--- config.mk ---
export PLATFORM = sky130hd
export DESIGN_NAME = slice_context
export DESIGN_NICKNAME = d
export VERILOG_FILES = /design/src/au_isa_pkg.sv /design/src/au_slice_pkg.sv /design/src/slice_context.sv
export VERILOG_INCLUDE_DIRS = /design/src
export SDC_FILE = /design/constraint.sdc
export NUM_CORES = 1
export LEC_CHECK = 0
export ABC_AREA = 0
export BUFFER_PORTS_ARGS = -buffer_cell sky130_fd_sc_hd__buf_2
export CAP_MARGIN = 20
export CORE_AREA = 2 2 220 222
export DETAILED_ROUTE_END_ITERATION = 12
export DIE_AREA = 0 0 222 224
export PLACE_DENSITY = 0.67
export SETUP_SLACK_MARGIN = 0.4
export SYNTH_ARGS = -nofsm -noshare
export SYNTH_HDL_FRONTEND = slang
export SYNTH_SLANG_ARGS = --single-unit
--- constraint.sdc ---
create_clock -name CLK -period 28 [get_ports CLK]
set_clock_uncertainty 0.2 [all_clocks]
set_input_delay 0 -clock CLK [delete_from_list [all_inputs] [get_ports CLK]]
set_output_delay 0 -clock CLK [all_outputs]
set_load 0.01 [all_outputs]
--- src/au_consts.svh ---
/*
  Arithmetic cluster constants
  Geometry of the barrel-threaded arithmetic block: slice count,
  register file depth, datapath widths and flag bit positions.
*/

`ifndef AU_CONSTS_SVH
`define AU_CONSTS_SVH

// Hardware threads and registers per thread
`define AU_NUM_SLICES 4
`define AU_NUM_REGS 16

// Register value width
`define AU_WORD_W 32

// Instruction word width
`define AU_OP_W 15

// Bit positions inside a slice's flag register
`define AU_FLAG_ZERO 0
`define AU_FLAG_NEG 1
`define AU_FLAG_OVFL 2

`endif

--- src/au_isa_pkg.sv ---
/*
  Arithmetic instruction set types
  Register values, extended 33-bit results, register selects,
  instruction words and the condition flag vector.
*/

`default_nettype none

`include "au_consts.svh"

package au_isa_pkg;

  // One register value
  typedef logic [`AU_WORD_W-1:0] word_t;

  // Result with one extra top bit for sign or carry-out
  typedef logic [`AU_WORD_W:0] ext_word_t;

  // Register number within one slice's file
  typedef logic [$clog2(`AU_NUM_REGS)-1:0] reg_sel_t;

  // Raw instruction word
  //   [14:12] 000 two-register, 001 bit/shift
  //   [14:13] non-zero marks an immediate instruction
  typedef logic [`AU_OP_W-1:0] au_op_t;

  // Zero, negative and overflow
  typedef logic [`AU_FLAG_OVFL:0] flags_t;

endpackage

`default_nettype wire

--- src/au_slice_pkg.sv ---
/*
  Slice types
  Slice numbers and one-bit-per-slice masks for the thread scheduler.
*/

`default_nettype none

`include "au_consts.svh"

package au_slice_pkg;

  // Hardware thread number
  typedef logic [$clog2(`AU_NUM_SLICES)-1:0] slice_t;

  // One bit per hardware thread
  typedef logic [`AU_NUM_SLICES-1:0] slice_mask_t;

endpackage

`default_nettype wire

--- src/slice_context.sv ---
/*
  Slice context
  One hardware thread's 16-entry register file and its condition
  flags. Writebacks and flag updates are accepted only when they
  are tagged with this slice's own index.
*/

`timescale 1ns/1ps
`default_nettype none

`include "au_consts.svh"

module slice_context (
  input  wire                        CLK,
  input  wire                        RST,
  input  wire au_slice_pkg::slice_t  slice_idx,
  input  wire                        wr_vld,
  input  wire au_slice_pkg::slice_t  wr_slice,
  input  wire au_isa_pkg::reg_sel_t  wr_sel,
  input  wire au_isa_pkg::word_t     wr_data,
  input  wire                        flag_vld,
  input  wire au_slice_pkg::slice_t  flag_wr_slice,
  input  wire au_isa_pkg::flags_t    flag_val,
  output au_isa_pkg::word_t          regs [`AU_NUM_REGS],
  output au_isa_pkg::flags_t         flags_out
);

  logic rf_we;
  logic flag_we;

  // Tag match against this copy's slice number
  assign rf_we   = wr_vld && (wr_slice == slice_idx);
  assign flag_we = flag_vld && (flag_wr_slice == slice_idx);

  // Register file comes out of reset all zero
  always_ff @(posedge CLK or posedge RST)
  begin
    if (RST)
    begin
      for (int i = 0; i < `AU_NUM_REGS; i++)
        regs[i] <= '0;
    end
    else if (rf_we)
      regs[wr_sel] <= wr_data;
  end

  always_ff @(posedge CLK or posedge RST)
  begin
    if (RST)
      flags_out <= '0;
    else if (flag_we)
      flags_out <= flag_val;
  end

endmodule

`default_nettype wire

==> metrics.txt <==
required time of the critical path=28.26 ns; number of synthesized flops with an enable pin=0; core area=47300 µm²; status=finished clean; iteration count of the initial detailed-routing pass=4; GRT Total Usage=0.230; Commonest cells post-synth=dfrtp_1, mux2_2, mux2_4; post-synthesis compound-gate area fraction=0; row cnt=80; starting DRC count in detailed routing=497; clk buf depth=3; R2R cell count=2; IO Count=564; Remaining DRCs=0; Crit Path Max Fanout=8; vias per cell=5.09; Post-Synth XOR/XNOR Area=0.00526; CP Data Arrival Time=3.12 ns; vias in the first global route=12900; Clk Latency, worst-skew pair=0.58 ns; H-tree levels=2; die span in x=222 µm; hold violation count in the final report=0; top-area cell type share of the netlist area=0.645; Seq/Total Area, Yosys=0.645; Crit Path Class=in -> reg; worst r2r src=flags_out[0]; Root Driver=clkbuf_16; class of the worst hold path=in -> reg; Post-CTS Setup Bufs=0; total power=2.15 mW; clock sinks=515; clock group share of total power=0.380; Worst Max-Slew Pin Slew=0.989 ns; multi-input logic area=6570 µm²; largest net degree at the start of global routing=173; Die H=224 µm; ys async rst share=1.00; Final ANT Viol Nets=0; CTS tree=yes; switching part of the total=0.265; fin crit share=0.102; setup TNS=0 ns; Synth Area in Simple Gates=0.0152; mux cell area share after synthesis=0.308; Pins Over Slew Limit=0; Yosys top cell by area=dfrtp_1; Distinct cells, synth=21; Final Net Count=1801; initial antenna violation count=3; Tmin final=2.85 ns; Ys Warns=0; RSZ-0062 raised after global routing=false; CP peak stage delay=0.81 ns; Max VDD drop=0.0570 mV; post-layout util=0.544; Psw=0.569 mW; Layout area overhead=29.1%; Slew headroom=0.341; first-pass GRT wire length=85500 µm; Final Setup Violations=0; CP max-delay cell=dlygate4sd3_1; hold_buf cts=47; count of state elements after synthesis=515; Filler cells=3861; port buffer count=563; FF-to-FF End=flags_out[0]; gate count of the mapped netlist=1147; maximum clock rate=0.351 GHz; crit path to=regs[428]; Synth area leaders=dfrtp_1, mux2_2, mux2_4; PwrDens=83.3 nW/µm²; Syn Area/Cell=17.4 µm²; Seq pwr share=0.434; flop2flop setup slack=26.46 ns; DP HPWL=39000 µm; detailed-route wire length=58100 µm; Comb pwr share=0.186; Most used DFF post-synth=dfrtp_1; Worst setup startpoint=wr_sel[3]; count leader, synth=dfrtp_1; Internal Power=1.58 mW; post-CTS resize count=0; Critical Path Most Common Cell=dlygate4sd3_1; wire per inst=24.1 µm; via count=12300; clk slew on worst S/H paths=0.06 ns; CTS buffer count=54; critical path, cell by cell=dlygate4sd3_1 > buf_2 > nor4bb_1 > dlygate4sd3_1 > nor4b_4 > dlygate4sd3_1 > mux2_2; gp weighted congestion=0.789; starting density of the core=0.422; grt ovf=0; largest family of logic cells by synthesized area=multiplexers; layout cells sized above 1=0.673; register area=12900 µm²; synthesized area=20000 µm²; Syn Nets=1196; P_leak=13.9 nW; Worst setup EP type=flop; Max Cap Violations=0; adder-cell share of the synthesized area=0; total die area=49700 µm²; CP startpoint kind=primary input
## worst max-delay path, delay by kind of cell
| family | cells | cell delay, ns |
|---|---|---|
| buffers and inverters | 4 | 2.13 |
| AND/OR/NAND/NOR | 2 | 0.60 |
| multiplexers | 1 | 0.38 |
## kinds of logic (layout without fill, tap and decap cells)
| kind of cell | after synthesis | count (layout) |
|---|---|---|
| muxes | 515 | 515 |
| and+or+nand+nor | 27 | 27 |
| DFF | 515 | 515 |
| other | 0 | 3 |
| xor gates and xnor gates | 6 | 6 |
| buffers and inverters | 84 | 734 |
## stage by stage
step	setup WS, ns	cells	hold slack, ns	instance area [µm²]
final	25.15	2415	0.155	25800
after global routing	24.99	2414	0.171	25800
after CTS	25.19	2412	0.108	25800
after detailed placement	25.42	2264	0.0420	23200
after global placement	25.47	2264	0.0269	23200
after floorplan	13.42	1147	-0.0520	20000
## flip-flops by register name, summed over array words and instances, names as in the netlist
| signal | count |
|---|---|
| regs | 512 |
| flags_out | 3 |
## cells in the final DEF, fill, tap and decap left out, types with 3 or more instances in the layout
cell	instances
and4b_1	3
buf_4	21
clkbuf_1	5
dfrtp_1	515
bufinv_16	13
dlygate4sd3_1	47
nand4_1	9
mux2_4	95
clkinv_2	13
buf_2	563
nor4b_4	6
clkbuf_8	10
mux2_2	420
diode_2	3
clkbuf_16	57
## cell type report
class                   instances  area share
well taps                     615      0.0299
repair buffers                632       0.134
clock buffers                  72      0.0614
flip-flops and latches        515       0.500
multi-input cells             548       0.255
inverters                       1    0.000437
clock inverters                29      0.0187
diodes                          3    0.000291
## per-layer routing
layer	routed length, µm	track usage	vias up
met2	28100	0.373	427
met1	23900	0.293	6470
met4	2060	0.0974	0
li1	-	-	5278
met5	0	0	-
met3	4100	0.0632	112
## worst min path at each step
stage / start / to / slack [ns] / cells after the start
6_report: wr_sel[2] / regs[255] / 0.15 / 4
4_1_cts: wr_sel[2] / regs[242] / 0.11 / 4
2_1_floorplan: wr_data[0] / regs[128] / -0.05 / 1
3_5_place_dp: RST / regs[129] / 0.04 / 2
5_1_grt: wr_sel[2] / regs[255] / 0.17 / 4
3_3_place_gp: RST / regs[129] / 0.03 / 2
## power by group through the flow
stage / sequential (mW) / combinational, mW / clock (mW)
final: 0.932 / 0.399 / 0.817
after detailed placement: 0.943 / 0.397 / 0
after global placement: 0.937 / 0.391 / 0
after global routing: 0.947 / 0.424 / 0.863
after CTS: 0.932 / 0.404 / 0.835
after floorplan: 1.00 / 0.143 / 0
No activity file was read; power rests on OpenSTA's default activity.
