### src/au_consts.svh
/*
  Arithmetic cluster constants
  Geometry of the barrel-threaded arithmetic block: slice count,
  register file depth, datapath widths and flag bit positions.
*/

`ifndef AU_CONSTS_SVH
`define AU_CONSTS_SVH

// Hardware threads and registers per thread
`define AU_NUM_SLICES 4
`define AU_NUM_REGS 16

// Register value width
`define AU_WORD_W 32

// Instruction word width
`define AU_OP_W 15

// Bit positions inside a slice's flag register
`define AU_FLAG_ZERO 0
`define AU_FLAG_NEG 1
`define AU_FLAG_OVFL 2

`endif

### src/au_isa_pkg.sv
/*
  Arithmetic instruction set types
  Register values, extended 33-bit results, register selects,
  instruction words and the condition flag vector.
*/

`default_nettype none

`include "au_consts.svh"

package au_isa_pkg;

  // One register value
  typedef logic [`AU_WORD_W-1:0] word_t;

  // Result with one extra top bit for sign or carry-out
  typedef logic [`AU_WORD_W:0] ext_word_t;

  // Register number within one slice's file
  typedef logic [$clog2(`AU_NUM_REGS)-1:0] reg_sel_t;

  // Raw instruction word
  //   [14:12] 000 two-register, 001 bit/shift
  //   [14:13] non-zero marks an immediate instruction
  typedef logic [`AU_OP_W-1:0] au_op_t;

  // Zero, negative and overflow
  typedef logic [`AU_FLAG_OVFL:0] flags_t;

endpackage

`default_nettype wire

### src/au_slice_pkg.sv
/*
  Slice types
  Slice numbers and one-bit-per-slice masks for the thread scheduler.
*/

`default_nettype none

`include "au_consts.svh"

package au_slice_pkg;

  // Hardware thread number
  typedef logic [$clog2(`AU_NUM_SLICES)-1:0] slice_t;

  // One bit per hardware thread
  typedef logic [`AU_NUM_SLICES-1:0] slice_mask_t;

endpackage

`default_nettype wire

### src/au_pipeline.sv
/*
  Arithmetic pipeline
  Decodes two-register, bit/shift and immediate instructions,
  reads operands in the issue cycle and computes a 33-bit result
  over two registered stages. Writebacks and flag updates carry
  the number of the slice that issued them.
*/

`timescale 1ns/1ps
`default_nettype none

`include "au_consts.svh"

module au_pipeline (
  input  wire                        CLK,
  input  wire                        RST,
  input  wire au_slice_pkg::slice_t  cur_slice,
  input  wire                        issue_vld,
  input  wire au_isa_pkg::au_op_t    issue_op,
  output au_isa_pkg::reg_sel_t       ra_sel,
  output au_isa_pkg::reg_sel_t       rb_sel,
  input  wire au_isa_pkg::word_t     ra,
  input  wire au_isa_pkg::word_t     rb,
  output logic                       rc_vld,
  output au_slice_pkg::slice_t       rc_slice,
  output au_isa_pkg::reg_sel_t       rc_sel,
  output au_isa_pkg::word_t          rc,
  output logic                       flag_vld,
  output au_slice_pkg::slice_t       flag_wr_slice,
  output au_isa_pkg::flags_t         flag_val
);

  import au_isa_pkg::*;
  import au_slice_pkg::*;

  function automatic ext_word_t sext(input word_t w);
    return {w[`AU_WORD_W-1], w};
  endfunction

  logic      is_tworeg;
  logic      is_bitop;
  logic      is_imm;
  logic      wb_en;
  word_t     opnd_b;
  logic      vld_d1;
  logic      bitop_d1;
  logic      imm_d1;
  logic      wb_d1;
  word_t     a_d1;
  word_t     b_d1;
  logic [3:0] cmd_d1;
  slice_t    slice_d1;
  reg_sel_t  sel_d1;
  ext_word_t a_x;
  ext_word_t b_x;
  logic [2:0] bit_cmd;
  logic [4:0] bit_sel;
  ext_word_t ext_mask;
  ext_word_t tworeg_res;
  ext_word_t bitop_res;
  ext_word_t imm_res;
  ext_word_t res_sel;
  logic      vld_d2;
  logic      wb_d2;
  ext_word_t res_d2;
  slice_t    slice_d2;
  reg_sel_t  sel_d2;

  // Issue cycle decode
  assign is_tworeg = issue_op[14:12] == 3'b000;
  assign is_bitop  = issue_op[14:12] == 3'b001;
  assign is_imm    = |issue_op[14:13];
  assign ra_sel    = issue_op[3:0];
  assign rb_sel    = issue_op[7:4];

  // Both compare forms leave the register file alone
  assign wb_en = (is_tworeg && (issue_op[11:8] != 4'h5)) || is_bitop ||
                 (is_imm && (issue_op[14:13] != 2'b01));

  // Operand B is the register, the immediate or the packed bit-op fields
  always_comb
  begin
    if (is_imm)
      opnd_b = {{(`AU_WORD_W-9){issue_op[12]}}, issue_op[12:4]};
    else if (is_bitop)
      opnd_b = {{(`AU_WORD_W-8){1'b0}}, issue_op[11:4]};
    else
      opnd_b = rb;
  end

  always_ff @(posedge CLK or posedge RST)
  begin
    if (RST)
    begin
      vld_d1   <= 1'b0;
      bitop_d1 <= 1'b0;
      imm_d1   <= 1'b0;
      wb_d1    <= 1'b0;
      vld_d2   <= 1'b0;
      wb_d2    <= 1'b0;
    end
    else
    begin
      vld_d1   <= issue_vld;
      bitop_d1 <= issue_vld && is_bitop;
      imm_d1   <= issue_vld && is_imm;
      wb_d1    <= issue_vld && wb_en;
      vld_d2   <= vld_d1;
      wb_d2    <= wb_d1;
    end
  end

  always_ff @(posedge CLK)
  begin
    if (issue_vld)
    begin
      a_d1     <= ra;
      b_d1     <= opnd_b;
      cmd_d1   <= is_imm ? {2'b00, issue_op[14:13]} : issue_op[11:8];
      slice_d1 <= cur_slice;
      sel_d1   <= issue_op[3:0];
    end
  end

  // Stage 1 operands
  assign a_x      = sext(a_d1);
  assign b_x      = sext(b_d1);
  assign bit_cmd  = b_d1[7:5];
  assign bit_sel  = b_d1[4:0];
  assign ext_mask = {(`AU_WORD_W+1){1'b1}} << bit_sel;

  always_comb
  begin
    case (cmd_d1)
      4'h0: tworeg_res = {1'b0, a_d1 | b_d1};
      4'h1: tworeg_res = {1'b0, a_d1 & b_d1};
      4'h2: tworeg_res = {1'b0, a_d1 ^ b_d1};
      4'h3: tworeg_res = a_x + b_x;
      4'h4, 4'h5: tworeg_res = a_x - b_x;
      4'h8: tworeg_res = b_x;
      4'h9: tworeg_res = ~b_x;
      4'hA: tworeg_res = ext_word_t'(0) - b_x;
      default: tworeg_res = '0;
    endcase
  end

  // Sign-extend fills from the chosen bit upward, top bit included
  always_comb
  begin
    case (bit_cmd)
      3'd0: bitop_res = {1'b0, a_d1 | (word_t'(1) << bit_sel)};
      3'd1: bitop_res = {1'b0, a_d1 & ~(word_t'(1) << bit_sel)};
      3'd4: bitop_res = {1'b0, a_d1} << bit_sel;
      3'd5: bitop_res = {1'b0, a_d1} >> bit_sel;
      3'd6: bitop_res = $signed(a_x) >>> bit_sel;
      3'd7: bitop_res = a_d1[bit_sel] ? ({1'b0, a_d1} | ext_mask) : ({1'b0, a_d1} & ~ext_mask);
      default: bitop_res = '0;
    endcase
  end

  always_comb
  begin
    case (cmd_d1[1:0])
      2'b01: imm_res = a_x - b_x;
      2'b10: imm_res = a_x + b_x;
      2'b11: imm_res = b_x;
      default: imm_res = '0;
    endcase
  end

  assign res_sel = imm_d1 ? imm_res : (bitop_d1 ? bitop_res : tworeg_res);

  always_ff @(posedge CLK)
  begin
    if (vld_d1)
    begin
      res_d2   <= res_sel;
      slice_d2 <= slice_d1;
      sel_d2   <= sel_d1;
    end
  end

  // Writeback and flag update, tagged with the issuing slice
  assign rc_vld        = wb_d2;
  assign rc_slice      = slice_d2;
  assign rc_sel        = sel_d2;
  assign rc            = res_d2[`AU_WORD_W-1:0];
  assign flag_vld      = vld_d2;
  assign flag_wr_slice = slice_d2;

  always_comb
  begin
    flag_val[`AU_FLAG_ZERO] = ~|res_d2[`AU_WORD_W-1:0];
    flag_val[`AU_FLAG_NEG]  = res_d2[`AU_WORD_W-1];
    flag_val[`AU_FLAG_OVFL] = res_d2[`AU_WORD_W] ^ res_d2[`AU_WORD_W-1];
  end

endmodule

`default_nettype wire

### config.mk
export PLATFORM = sky130hd
export DESIGN_NAME = au_pipeline
export DESIGN_NICKNAME = d
export VERILOG_FILES = /design/src/au_isa_pkg.sv /design/src/au_slice_pkg.sv /design/src/au_pipeline.sv
export VERILOG_INCLUDE_DIRS = /design/src
export SDC_FILE = /design/constraint.sdc
export NUM_CORES = 1
export LEC_CHECK = 0
export ABC_AREA = 1
export BUFFER_PORTS_ARGS = -buffer_cell sky130_fd_sc_hd__buf_2
export CORE_MARGIN = 2
export CORE_UTILIZATION = 25
export CTS_BUF_LIST = sky130_fd_sc_hd__clkbuf_8
export DETAILED_ROUTE_END_ITERATION = 10
export PLACE_DENSITY_LB_ADDON = 0.1
export REMOVE_ABC_BUFFERS = 1
export SYNTH_ARGS = -nofsm -noshare
export SYNTH_HDL_FRONTEND = slang
export SYNTH_SLANG_ARGS = --single-unit
export TNS_END_PERCENT = 30
### constraint.sdc
create_clock -name CLK -period 3.3 [get_ports CLK]
set_clock_uncertainty 0.2 [all_clocks]
set_input_delay 0.165 -clock CLK [delete_from_list [all_inputs] [get_ports CLK]]
set_output_delay 0.165 -clock CLK [all_outputs]
set_load 0.1 [all_outputs]
==> reports/metrics.yaml <==
run_status:
  run_status: "completed"
power_and_ir_drop:
  ir_drop_mv: 0.2637
  p_leak_nw: 11.85
  powerDensity_mw_per_mm2: 400.4
  fin_total_pwr_mw: 9.389
clocking:
  cts_buffers: 17
  cts_tree: "done"
  cts.sink_count: 119
  root_buffer: "clkbuf_8"
  cts_max_level: 4
  clk_latency_ps: 610
  path_clk_slew_ps: 120
  cts_max_path_buffers: 2
sta:
  setup_viol: 0
  tns_ps: 0
  slew_headroom: 0.4056
  timing.final.crit_share: 0.9886
  finalHoldViolations: 0
  hold_ws_ps: 45.46
  drv_slew: 0
  rsz0062_at_grt: "false"
  fin_crit_ps: 3262
  clock.fmax_mhz: 306.5
  worst_slew_pin_slew_ps: 891.6
setup_path:
  required_ps: 3420
  cp_max_fo: 34
  cp-start-kind: "flip-flop"
  setup.worst_path.end_class: "flip-flop"
  critPathKind: "reg2reg"
  cp.arrival_ps: 3380
die:
  row_count: 101
  ios: 137
  initial_utilization: 0.2516
  dieArea_mm2: 0.07840
  core_mm2: 0.07570
  die_y_um: 280.0
  fp.dieW_um: 280.0
yosys:
  synth_mux_area_frac: 0.002957
  synth_simple_gate_area_share: 0.4576
  synth_cell_type_count: 63
  syn_area_mm2: 0.01904
  synth-seq-cells: 119
  ys_warn_count: 0
  synth_top_family_by_area: "simple AND/OR/NAND/NOR gates"
  ys_seq_area_frac: 0.1861
  synth_compound_area_frac: 0.1261
  synth.area.top_cells: "nand2_1 (23%), edfxtp_1 (18%), nand3_1 (12%)"
  synth_top_area_frac: 0.2328
  ys_top_cells_by_count: "nand2_1 (1181), nand3_1 (453), inv_1 (382), nor2_1 (239), a21oi_1 (135)"
  ys.flop_type: "edfxtp_1"
  synth_top_cell_by_area: "nand2_1"
  synth_edf_count: 113
  synthArstFlopShare: 0.05042
  avgSynthCellArea_um2: 5.746
  synth_xor_area_frac: 0.01242
  synthMostInstantiatedCell: "nand2_1"
  synthAdderAreaFrac: 0.07832
  syn_inst: 3314
cells_and_area:
  drive_gt1_frac: 0.1482
  nets: 3845
  syn_to_final_growth_pct: 23.13
  design_area_mm2: 0.02345
routing:
  drt_wl_total_um: 119200
  wl_per_cell_um: 25.71
  drc: 0
  drt-pass1-iter-count: 6
  num_vias: 24430
  routed_via_density: 5.269
  ant_nets: 0
  drtIter0Drc: 3014
placement:
  hpwl_um: 98530
  placed_cell_area_mm2: 0.02208
  portBuffers: 136
  place.gp.congestion: 1.019
global_route:
  grt_max_degree: 54
  grt_use_total: 0.2994
  grt_pass1_vias: 22410
  grt_pass1_wl_um: 167300
  overflow: 0
  grt_antenna_before_repair: 4
hold_path:
  hp-class: "in2reg"
flow_run:
  max_cap_violations: 0
routing by layer:
layer,track usage,share of wire
met3,0.05679,0.092
met5,0,0.00014
met4,0.1360,0.047
met1,0.4375,0.47
met2,0.4189,0.40
metrics by stage:
step,setup WS (ps),utilization,std cells
after global placement,128.2,0.2917,4510
after CTS,139.8,0.3089,4634
after global routing,5.813,0.3097,4635
after floorplan,-1457,-,3124
after detailed placement,162.2,0.2917,4510
final,37.75,0.3098,4636
power by group:
group | leakage (nW) | internal (mW) | switching, mW
combinational | 10.5 | 1.61 | 4.23
sequential | 1.17 | 1.86 | 0.140
clock | 0.191 | 0.564 | 0.989
area by class of cell:
cell class	count	area (um^2)
well taps	978	1224
diodes	2	5.005
inverters	402	1519
fillers	8611	52250
flip-flops and latches	119	3545
clock inverters	15	148.9
clock buffers	17	234.0
multi-input cells	2603	12950
repair buffers	500	3820
path summary, 6_finish.rpt:
path                                   start    endpoint  slack (ps)  depth (start not counted)
worst max-delay path                 b_d1[1]  res_d2[10]          40                         14
worst min-delay path            issue_op[12]     b_d1[6]          50                          3
worst max register to register       b_d1[1]  res_d2[10]          40                         14
worst min register to register         wb_d1      rc_vld         170                          0
max in group asynchronous                RST      vld_d1        2270                          4
min in group asynchronous                RST    flag_vld         410                          4
flip-flops by register name (all words and copies together) (netlist names):
register       cells
a_d1              32
b_d1              32
bitop_d1           1
cmd_d1             4
flag_vld           1
flag_wr_slice      2
imm_d1             1
rc_sel             4
rc_vld             1
res_d2            33
sel_d1             4
slice_d1           2
vld_d1             1
wb_d1              1
logic make-up after synthesis:
group	Yosys count
fa+ha+maj	118
flops	119
xor+xnor	27
compound gates	416
mux	5
buf+inv	592
simple gates	2037
timing repair:
action / CTS / global route
gates resized for setup: 0 / 20
hold buffers: 92 / 0
endpoints found under the setup margin: 0 / 16
setup buffers: 0 / 0
endpoints found under the hold margin: 124 / 0
placed cells by master, fill, tap and decap left out, types with 10 or more instances in the layout:
cell type / n
nand2_1: 1179
nand3_1: 452
inv_1: 378
buf_4: 259
nor2_1: 233
a21oi_1: 135
buf_2: 135
o21ai_0: 132
edfxtp_1: 113
ha_1: 109
dlygate4sd3_1: 92
nand4_1: 46
o211ai_1: 38
o22ai_1: 36
nand2_2: 29
nor3_1: 28
xor2_1: 24
o21ai_1: 20
clkbuf_8: 17
inv_2: 16
nor2_2: 12
nor4_1: 12
buf_12: 12
o21bai_1: 11
nand3_2: 10
critical path, stage by stage, from the launching register on:
cell and delay [ps]:
edfxtp_1 490, inv_4 140, buf_12 230, nand3_1 190, nand3_1 150, nand2_1 100
nand2_2 130, nand2_4 80, buf_12 150, o21bai_1 280, nand4_1 320, nand2_2 200
nand2_1 70, nand2_1 60, nand2_1 170
Power figures use the tool's default switching activity.
