### src/au_consts.svh
/*
  Arithmetic cluster constants
  Geometry of the barrel-threaded arithmetic block: slice count,
  register file depth, datapath widths and flag bit positions.
*/

`ifndef AU_CONSTS_SVH
`define AU_CONSTS_SVH

// Hardware threads and registers per thread
`define AU_NUM_SLICES 4
`define AU_NUM_REGS 16

// Register value width
`define AU_WORD_W 32

// Instruction word width
`define AU_OP_W 15

// Bit positions inside a slice's flag register
`define AU_FLAG_ZERO 0
`define AU_FLAG_NEG 1
`define AU_FLAG_OVFL 2

`endif

### src/au_isa_pkg.sv
/*
  Arithmetic instruction set types
  Register values, extended 33-bit results, register selects,
  instruction words and the condition flag vector.
*/

`default_nettype none

`include "au_consts.svh"

package au_isa_pkg;

  // One register value
  typedef logic [`AU_WORD_W-1:0] word_t;

  // Result with one extra top bit for sign or carry-out
  typedef logic [`AU_WORD_W:0] ext_word_t;

  // Register number within one slice's file
  typedef logic [$clog2(`AU_NUM_REGS)-1:0] reg_sel_t;

  // Raw instruction word
  //   [14:12] 000 two-register, 001 bit/shift
  //   [14:13] non-zero marks an immediate instruction
  typedef logic [`AU_OP_W-1:0] au_op_t;

  // Zero, negative and overflow
  typedef logic [`AU_FLAG_OVFL:0] flags_t;

endpackage

`default_nettype wire

### src/au_slice_pkg.sv
/*
  Slice types
  Slice numbers and one-bit-per-slice masks for the thread scheduler.
*/

`default_nettype none

`include "au_consts.svh"

package au_slice_pkg;

  // Hardware thread number
  typedef logic [$clog2(`AU_NUM_SLICES)-1:0] slice_t;

  // One bit per hardware thread
  typedef logic [`AU_NUM_SLICES-1:0] slice_mask_t;

endpackage

`default_nettype wire

### src/slice_scheduler.sv
/*
  Slice scheduler
  Holds one pending instruction per slice and rotates the turn
  counter every clock. A full slot issues when its slice's turn
  comes up and empties at the end of that cycle.
*/

`timescale 1ns/1ps
`default_nettype none

`include "au_consts.svh"

module slice_scheduler (
  input  wire                          CLK,
  input  wire                          RST,
  input  wire au_slice_pkg::slice_t    op_slice,
  input  wire                          op_vld,
  input  wire au_isa_pkg::au_op_t      op,
  output au_slice_pkg::slice_t         cur_slice,
  output au_slice_pkg::slice_mask_t    pending,
  output logic                         issue_vld,
  output au_isa_pkg::au_op_t           issue_op
);

  import au_isa_pkg::*;
  import au_slice_pkg::*;

  au_op_t      slot_op [`AU_NUM_SLICES];
  slice_mask_t wr_mask;
  slice_mask_t issue_mask;

  // Turn counter wraps through all slices
  always_ff @(posedge CLK or posedge RST)
  begin
    if (RST)
      cur_slice <= '0;
    else
      cur_slice <= cur_slice + 1'b1;
  end

  assign issue_vld = pending[cur_slice];
  assign issue_op  = slot_op[cur_slice];

  assign wr_mask    = op_vld ? (slice_mask_t'(1) << op_slice) : '0;
  assign issue_mask = issue_vld ? (slice_mask_t'(1) << cur_slice) : '0;

  // A new write wins over the issue clear, so a same-cycle refill sticks
  always_ff @(posedge CLK or posedge RST)
  begin
    if (RST)
      pending <= '0;
    else
      pending <= (pending & ~issue_mask) | wr_mask;
  end

  // Slot payload
  always_ff @(posedge CLK)
  begin
    if (op_vld)
      slot_op[op_slice] <= op;
  end

endmodule

`default_nettype wire

### config.mk
export PLATFORM = sky130hd
export DESIGN_NAME = slice_scheduler
export DESIGN_NICKNAME = d
export VERILOG_FILES = /design/src/au_isa_pkg.sv /design/src/au_slice_pkg.sv /design/src/slice_scheduler.sv
export VERILOG_INCLUDE_DIRS = /design/src
export SDC_FILE = /design/constraint.sdc
export NUM_CORES = 1
export LEC_CHECK = 0
export BUFFER_PORTS_ARGS = -buffer_cell sky130_fd_sc_hd__buf_2
export CAP_MARGIN = 5
export CORE_ASPECT_RATIO = 1.2
export CORE_MARGIN = 2
export CORE_UTILIZATION = 25
export DETAILED_ROUTE_END_ITERATION = 10
export PLACE_DENSITY_LB_ADDON = 0.12
export RECOVER_POWER = 25
export SETUP_SLACK_MARGIN = 0.05
export SYNTH_ARGS = -nofsm -noshare
export SYNTH_HDL_FRONTEND = slang
export SYNTH_SLANG_ARGS = --single-unit
### constraint.sdc
create_clock -name CLK -period 1.45 [get_ports CLK]
set_clock_uncertainty 0.1 [all_clocks]
set_input_delay 0 -clock CLK [delete_from_list [all_inputs] [get_ports CLK]]
set_output_delay 0 -clock CLK [all_outputs]
set_load 0.05 [all_outputs]
==> run metrics, run 1 <==
status=finished with violations; failing checks=negative setup slack; area grow syn2layout=44.4%; Psw=1.02 mW; Synth warnings=0; post-synthesis compound-gate area fraction=2.92%; Worst EP arrival=1.62 ns; Die Y=115 µm; Synth Instances=115; Reg2Reg Capture Point=pending[0]; proportion of power drawn by flip-flops and latches=47.3%; R2R setup slack=-0.17 ns; die area=11100 µm²; Fmax achieved=582 MHz; top cells by area, synth=edfxtp_1 70%, mux4_2 11%, dfrtp_1 5.8%; first-pass GRT wire length=8900 µm; register area share after synthesis=75.9%; IO Pins=42; share of cells above drive strength 1=48.5%; Initial Util=25.7%; RSZ-0062 raised after global routing=yes; critical path startpoint category=register; drt drc=0; clk buf depth=2; Synth top area share=70.0%; clock share of power=45.1%; ant diodes=0; main combinational cell family by area after synthesis=multiplexers; Rows=40; Crit Reg-Reg Startpoint=cur_slice[0]; number of global-route vias before repair=1601; Post-Layout Cell Count=332; total track usage=10.8%; CP Capture Type=primary output; dominant synthesized flop cell=edfxtp_1; setup TNS=-3.95 ns; Avg WL per Cell=16.5 µm; fin worst setup slack=-0.267 ns; combinational share of power=7.7%; antenna-violating nets left=0; mux cell area share after synthesis=14.4%; clk sinks=66; Final #Nets=225; Clock Latency Late Sink=0.32 ns; Critical Path End=issue_op[1]; Inst Count DP=292; Pre-antenna DRT Iters=6; Final Setup Violations=18; GPL Wtd Cong=0.618; Routed WL=5480 µm; DR iter-0 viols=49; syn_nets=139; Pint=3.65 mW; Tcrit/Tclk final=118%; asr flop ratio synth=9.09%; critical path class=reg2out; total congestion overflow=0; Worst-Margin Slew=0.681 ns; FF+latch count, synth=66; DIE WIDTH=96.6 µm; count leader, synth=edfxtp_1; Fill cells=953; Max Cap Viol=0; Syn Area/Cell=22.4 µm²; H-Tree Depth=3; area of the core=10000 µm²; area leader, netlist=edfxtp_1; I/O Buffers=41; Final min period=1.72 ns; Clock Pin Slew Worst Setup and Hold Paths=0.05 ns; Netlist Area Pre-Place=2570 µm²; Synth Area in Adders=1.95%; Pwr Density=1260 nW/µm²; CTS tree=built; area share of and/or/nand/nor cells after synthesis=2.14%; synth cell count leaders=60 x edfxtp_1, 12 x mux4_2, 6 x dfrtp_1, 5 x a21o_1; DR vias/cell=4.27; EDFF count, synth=60; Req. time, crit path=1.35 ns; number of distinct library cells after synthesis=25; worst ir drop on vdd=0.633 mV; HP Class=in2async; cts bufs inserted=9; final hold violations=0; Slew Limit Fails=0; worst rel slew slack=54.6%; Vias=1418; Leak=1.38 nW; worst r2r path cells=8; post-synthesis xor/xnor area fraction=0%; dpl hpwl=3580 µm; Crit. Startpoint=cur_slice[0]; Sw Share=21.9%; root buffer cell=clkbuf_16; Crit Path Max Fanout=11; largest net degree at the start of global routing=13; initial antenna violation count=0
[power groups by stage]
stage | combinational (mW) | sequential [mW] | clock (mW)
CTS | 0.370 | 2.21 | 2.17
finish | 0.357 | 2.21 | 2.10
floorplan | 0.153 | 2.26 | 0
detailed placement | 0.302 | 2.24 | 0
global placement | 0.297 | 2.24 | 0
global route | 0.380 | 2.22 | 2.25
[registers in the layout, indices dropped and copies added (netlist names)]
| name | count |
|---|---|
| slot_op | 60 |
| cur_slice | 2 |
| pending | 4 |
[stage by stage]
step,cell area [µm²],worst slack [ns],utilization (%),power [mW],hold slack (ns)
3_5_place_dp,3040,-0.00228,30.4,2.55,-0.160
3_3_place_gp,3040,-0.00131,30.4,2.53,-0.165
2_1_floorplan,2620,-0.173,-,2.42,-0.309
4_1_cts,3690,-0.303,36.9,4.74,0.0459
5_1_grt,3710,-0.333,37.1,4.85,0.0754
6_report,3710,-0.267,37.1,4.67,0.0482
[cells by family (layout without fill, tap and decap cells)]
family          after synthesis  after routing
mux                          17             17
simple gates                  9              9
fa+ha+maj                     4              4
compound gates               10             10
buf+inv                       9            100
flops                        66             66
[placed cells by master, fill, tap and decap left out, types with 2 or more instances in the layout]
master	instances
clkinv_2	2
buf_12	2
nor3b_1	2
dlygate4sd3_1	16
dfrtp_2	2
buf_6	20
clkbuf_1	6
buf_4	12
inv_1	2
dfrtp_1	4
buf_2	23
a21o_1	5
ha_4	2
mux4_2	15
clkbuf_16	9
edfxtp_1	60
[cell type report]
cell class              count  area [µm²]  share of cell area (%)
clock inverters             7        68.8                    1.85
flip-flops and latches     66        1950                    52.6
multi-input cells          40         597                    16.1
clock buffers               9         225                    6.06
well taps                 126         158                    4.25
repair buffers             80         681                    18.3
inverters                   4        30.0                   0.809
[critical path, stage by stage (launching register included)]
cell and delay (ns):
dfrtp_2 0.40, buf_12 0.17, mux4_2 0.54, buf_6 0.18
[worst min-delay path by stage]
| stage | from | endpoint | cells past startpoint |
|---|---|---|---|
| 6_report | RST | pending[1] | 3 |
| 5_1_grt | RST | pending[2] | 3 |
| 4_1_cts | RST | pending[0] | 3 |
| 3_5_place_dp | RST | pending[0] | 2 |
| 3_3_place_gp | RST | pending[0] | 2 |
| 2_1_floorplan | RST | pending[0] | 1 |
[repair_timing]
action                                  CTS  global route
pin swaps                                 2             4
cloned                                    1             0
endpoints found under the setup margin   18            21
buffers inserted                          5             2
hold endpoints to repair                 66             0
hold buffers                             16             0
gates resized for setup                  42            10
[routing by layer]
metal,GRT usage [%],vias to the layer above,wire length (µm)
li1,-,644,-
met1,13.2,718,2470
met2,17.8,48,2700
met3,3.34,8,252
met4,4.79,0,62
met5,0,-,0
No activity file was read; power rests on OpenSTA's default activity.
==> run 2, diff against run 1 <==
--- a/config.mk
+++ b/config.mk
@@ -12,3 +12,3 @@
 export CORE_MARGIN = 2
-export CORE_UTILIZATION = 25
+export CORE_UTILIZATION = 50
 export DETAILED_ROUTE_END_ITERATION = 10
==> constraint.sdc (replaced) <==
create_clock -name CLK -period 1.45 [get_ports CLK]
set_clock_uncertainty 0.1 [all_clocks]
set_input_delay 0.29 -clock CLK [delete_from_list [all_inputs] [get_ports CLK]]
set_output_delay 0.29 -clock CLK [all_outputs]
set_load 0.05 [all_outputs]
==> run metrics, run 2 (synthesis gave the netlist of run 1 again) <==
total congestion overflow=0; Sw Share=20.3%; total track usage=17.5%; Top delay family on crit path=multiplexers; Slowest-stage cell, CP=mux4_2; clock share of power=41.0%; share of cells above drive strength 1=54.4%; largest register by flop count=slot_op; Initial Util=52.1%; Pwr Density=1220 nW/µm²; Leak=1.31 nW; HP Class=in2reg; Pint=3.45 mW; drt drc=0; Max Cap Viol=0; Clock Latency Late Sink=0.33 ns; clk buf depth=2; max FFs per register=60; Fill cells=320; Worst path max stage delay=0.53 ns; CP Buf/Inv Count=2; Rows=28; DR vias/cell=5.26; Fmax achieved=501 MHz; Worst-Margin Slew=0.322 ns; Tcrit/Tclk final=138%; cts bufs inserted=9; initial antenna violation count=0; dpl hpwl=2860 µm; CP Cell Sequence=buf_12 -> mux4_2 -> buf_6; Regs by FF count=slot_op: 60 flops, pending: 4 flops, cur_slice: 2 flops; R2R setup slack=-0.08 ns; critical path startpoint category=register; Total Power=4.33 mW; die area=5740 µm²; Vias=1331; area of the core=4940 µm²; Psw=0.879 mW; Final #Nets=212; Crit Path Max Fanout=9; RSZ-0062 raised after global routing=yes; Slew Limit Fails=0; area grow syn2layout=38.4%; worst ir drop on vdd=1.15 mV; ant diodes=0; critical path class=reg2out; WHS=0.0740 ns; status=finished with violations; Final Setup Violations=20; Final min period=1.99 ns; antenna-violating nets left=0; proportion of power drawn by flip-flops and latches=50.9%; register area=1960 µm²; CTS tree=built; pre-CTS setup slack=-0.264 ns; Post-Layout Cell Count=253; most frequent cells in the layout=60 x edfxtp_1, 22 x buf_6, 16 x buf_4, 15 x mux4_2; combinational share of power=8.1%; CP Capture Type=primary output; root buffer cell=clkbuf_8; IO Pins=42; worst rel slew slack=78.1%; failing checks=negative setup slack; fin worst setup slack=-0.545 ns; Req. time, crit path=1.06 ns; Multi-input gate area=649 µm²; GPL Wtd Cong=0.762; first-pass GRT wire length=7110 µm; Inst Count DP=229; DIE WIDTH=69.5 µm; clk sinks=66; I/O Buffers=41; commonest non-fill, non-tap cell in the layout=edfxtp_1; number of global-route vias before repair=1435; DR iter-0 viols=54; H-Tree Depth=3; Pre-antenna DRT Iters=4; final hold violations=0; Clock Pin Slew Worst Setup and Hold Paths=0.07 ns; Die Y=82.6 µm; Worst EP arrival=1.60 ns; largest net degree at the start of global routing=17; Routed WL=4420 µm; Avg WL per Cell=17.5 µm
run 2: changes by cell type in the layout (fill, tap and decap cells not counted), moves of 3 or more:
cell,before,now
dlygate4sd3_1,16,1
buf_2,23,10
clkbuf_1,6,10
clkbuf_8,0,9
buf_4,12,16
clkbuf_16,9,0
buf_12,2,5
buf_8,0,4
run 2: per-stage QoR:
step / setup TNS (ns) / utilization, % / area, µm²
2_1_floorplan: -7.44 / - / 2640
3_3_place_gp: -3.28 / 61.5 / 3040
3_5_place_dp: -3.39 / 61.5 / 3040
4_1_cts: -8.98 / 70.2 / 3470
5_1_grt: -9.83 / 72.1 / 3560
6_report: -8.69 / 72.1 / 3560
run 2: layout make-up:
| class | count | area share, % |
|---|---|---|
| repair buffers | 67 | 17.5 |
| clock buffers | 10 | 3.58 |
| well taps | 60 | 2.11 |
| inverters | 4 | 0.632 |
| multi-input cells | 40 | 18.2 |
| clock inverters | 6 | 2.95 |
| flip-flops and latches | 66 | 55.0 |
run 2: what timing repair did:
action	4_1_cts	5_1_grt
hold buffers	1	0
pin swaps	1	8
setup endpoints to repair	25	24
gates resized for setup	58	17
setup buffers	3	7
hold endpoints to repair	6	0
run 2: routing by layer:
metal | track usage [%] | up-vias | routed length [µm]
li1 | - | 618 | -
met1 | 21.7 | 671 | 1880
met2 | 27.9 | 35 | 2280
met3 | 5.46 | 7 | 182
met4 | 9.80 | 0 | 87
met5 | 0 | - | 0
run 2: worst paths after layout:
path | cells past startpoint | end | start
min in group asynchronous | 3 | pending[1] | RST
worst max-delay path | 3 | issue_op[8] | cur_slice[0]
worst min register to register | 1 | pending[3] | pending[3]
worst max register to register | 6 | pending[0] | cur_slice[1]
worst min-delay path | 1 | slot_op[3][3] | op[3]
max in group asynchronous | 3 | cur_slice[1] | RST
run 2: power groups by stage:
| stage | logic (mW) | clock network [mW] | registers, mW |
|---|---|---|---|
| global placement | 0.291 | 0 | 2.23 |
| detailed placement | 0.298 | 0 | 2.24 |
| finish | 0.352 | 1.78 | 2.20 |
| CTS | 0.353 | 1.81 | 2.20 |
| global route | 0.372 | 1.89 | 2.21 |
| floorplan | 0.154 | 0 | 2.26 |
==> run 3, diff against run 2 <==
CORE_UTILIZATION = 45   (was 50)
==> run metrics, run 3 (synthesis gave the netlist of run 1 again) <==
final hold violations=0; total track usage=16.3%; failing checks=negative setup slack; Clock Pin Slew Worst Setup and Hold Paths=0.07 ns; Leak=1.29 nW; number of global-route vias before repair=1433; die area=6340 µm²; Clock Latency Late Sink=0.32 ns; Vias=1339; antenna-violating nets left=0; dpl hpwl=3110 µm; first-pass GRT wire length=7270 µm; Worst EP arrival=1.60 ns; share of cells above drive strength 1=52.4%; ant diodes=0; WHS=0.0870 ns; Die Y=86.8 µm; IO Pins=42; Final #Nets=210; DIE WIDTH=73.0 µm; GPL Wtd Cong=0.642; worst ir drop on vdd=0.850 mV; status=finished with violations; commonest non-fill, non-tap cell in the layout=edfxtp_1; Regs by FF count=slot_op: 60 flops, pending: 4 flops, cur_slice: 2 flops; Max Cap Viol=0; root buffer cell=clkbuf_8; Post-Layout Cell Count=255; Rows=30; Fill cells=410; Avg WL per Cell=18.5 µm; total congestion overflow=0; I/O Buffers=41; most frequent cells in the layout=60 x edfxtp_1, 21 x buf_6, 17 x buf_4, 15 x mux4_2, 11 x clkbuf_1; worst rel slew slack=83.0%; Pwr Density=1260 nW/µm²; DR iter-0 viols=76; Tcrit/Tclk final=137%; Crit Path Max Fanout=4; CTS tree=built; Inst Count DP=236; critical path startpoint category=register; fin worst setup slack=-0.543 ns; max FFs per register=60; Slew Limit Fails=0; largest net degree at the start of global routing=15; Req. time, crit path=1.06 ns; largest register by flop count=slot_op; Routed WL=4720 µm; Fmax achieved=502 MHz; clk sinks=66; clk buf depth=2; area of the core=5590 µm²; cts bufs inserted=9; Pre-antenna DRT Iters=4; HP Class=in2reg; Worst-Margin Slew=0.252 ns; CP Capture Type=primary output; Final min period=1.99 ns; initial antenna violation count=0; critical path class=reg2out; area grow syn2layout=35.7%; RSZ-0062 raised after global routing=yes; drt drc=0; Initial Util=46.0%; DR vias/cell=5.25; Final Setup Violations=21; H-Tree Depth=3
run 3: what timing repair did:
action | 4_1_cts | 5_1_grt
setup buffers | 1 | 1
pin swaps | 1 | 0
hold buffers | 1 | 0
resized for setup | 50 | 9
hold endpoints to repair | 6 | 0
setup endpoints to repair | 26 | 25
run 3: where the power goes:
group          switching [mW]  total, mW  internal, mW
registers              0.0283       2.20          2.18
logic                   0.209      0.353         0.145
clock network           0.686       1.84          1.15
run 3: path summary, 6_finish.rpt:
| path | from | to | slack, ns | cells after the start |
|---|---|---|---|---|
| min in group asynchronous | RST | pending[0] | 0.32 | 3 |
| worst max-delay path | cur_slice[0] | issue_op[2] | -0.54 | 3 |
| worst min register to register | pending[3] | pending[3] | 0.46 | 1 |
| worst max register to register | cur_slice[1] | pending[0] | -0.17 | 5 |
| max in group asynchronous | RST | cur_slice[1] | 0.69 | 3 |
| worst min-delay path | op[5] | slot_op[3][5] | 0.09 | 1 |
run 3: per-stage QoR:
step | cell area, µm² | setup WS (ns) | util (%) | total power, mW | setup TNS [ns]
3_5_place_dp | 3070 | -0.243 | 54.8 | 2.55 | -3.74
6_report | 3490 | -0.543 | 62.4 | 4.39 | -8.63
3_3_place_gp | 3070 | -0.235 | 54.8 | 2.53 | -3.53
4_1_cts | 3480 | -0.596 | 62.2 | 4.43 | -9.42
5_1_grt | 3490 | -0.604 | 62.4 | 4.52 | -9.93
2_1_floorplan | 2640 | -0.461 | - | 2.42 | -7.44
run 3: cell type report:
type / count / area [µm²] / area share, %
clock buffers: 10 / 128 / 3.66
clock inverters: 6 / 115 / 3.30
inverters: 4 / 22.5 / 0.645
multi-input cells: 40 / 598 / 17.1
flip-flops and latches: 66 / 1960 / 56.2
well taps: 64 / 80.1 / 2.29
repair buffers: 65 / 587 / 16.8
run 3: per-layer routing:
| metal | wire length, µm | global-route usage (%) |
|---|---|---|
| met3 | 189 | 4.07 |
| met1 | 2040 | 20.6 |
| met2 | 2470 | 26.0 |
| met5 | 0 | 0 |
| met4 | 24 | 8.42 |
run 3: worst max-delay path: stages (launching register included):
cell and delay (ns):
dfrtp_2 0.41, buf_4 0.17, mux4_2 0.52, buf_6 0.17
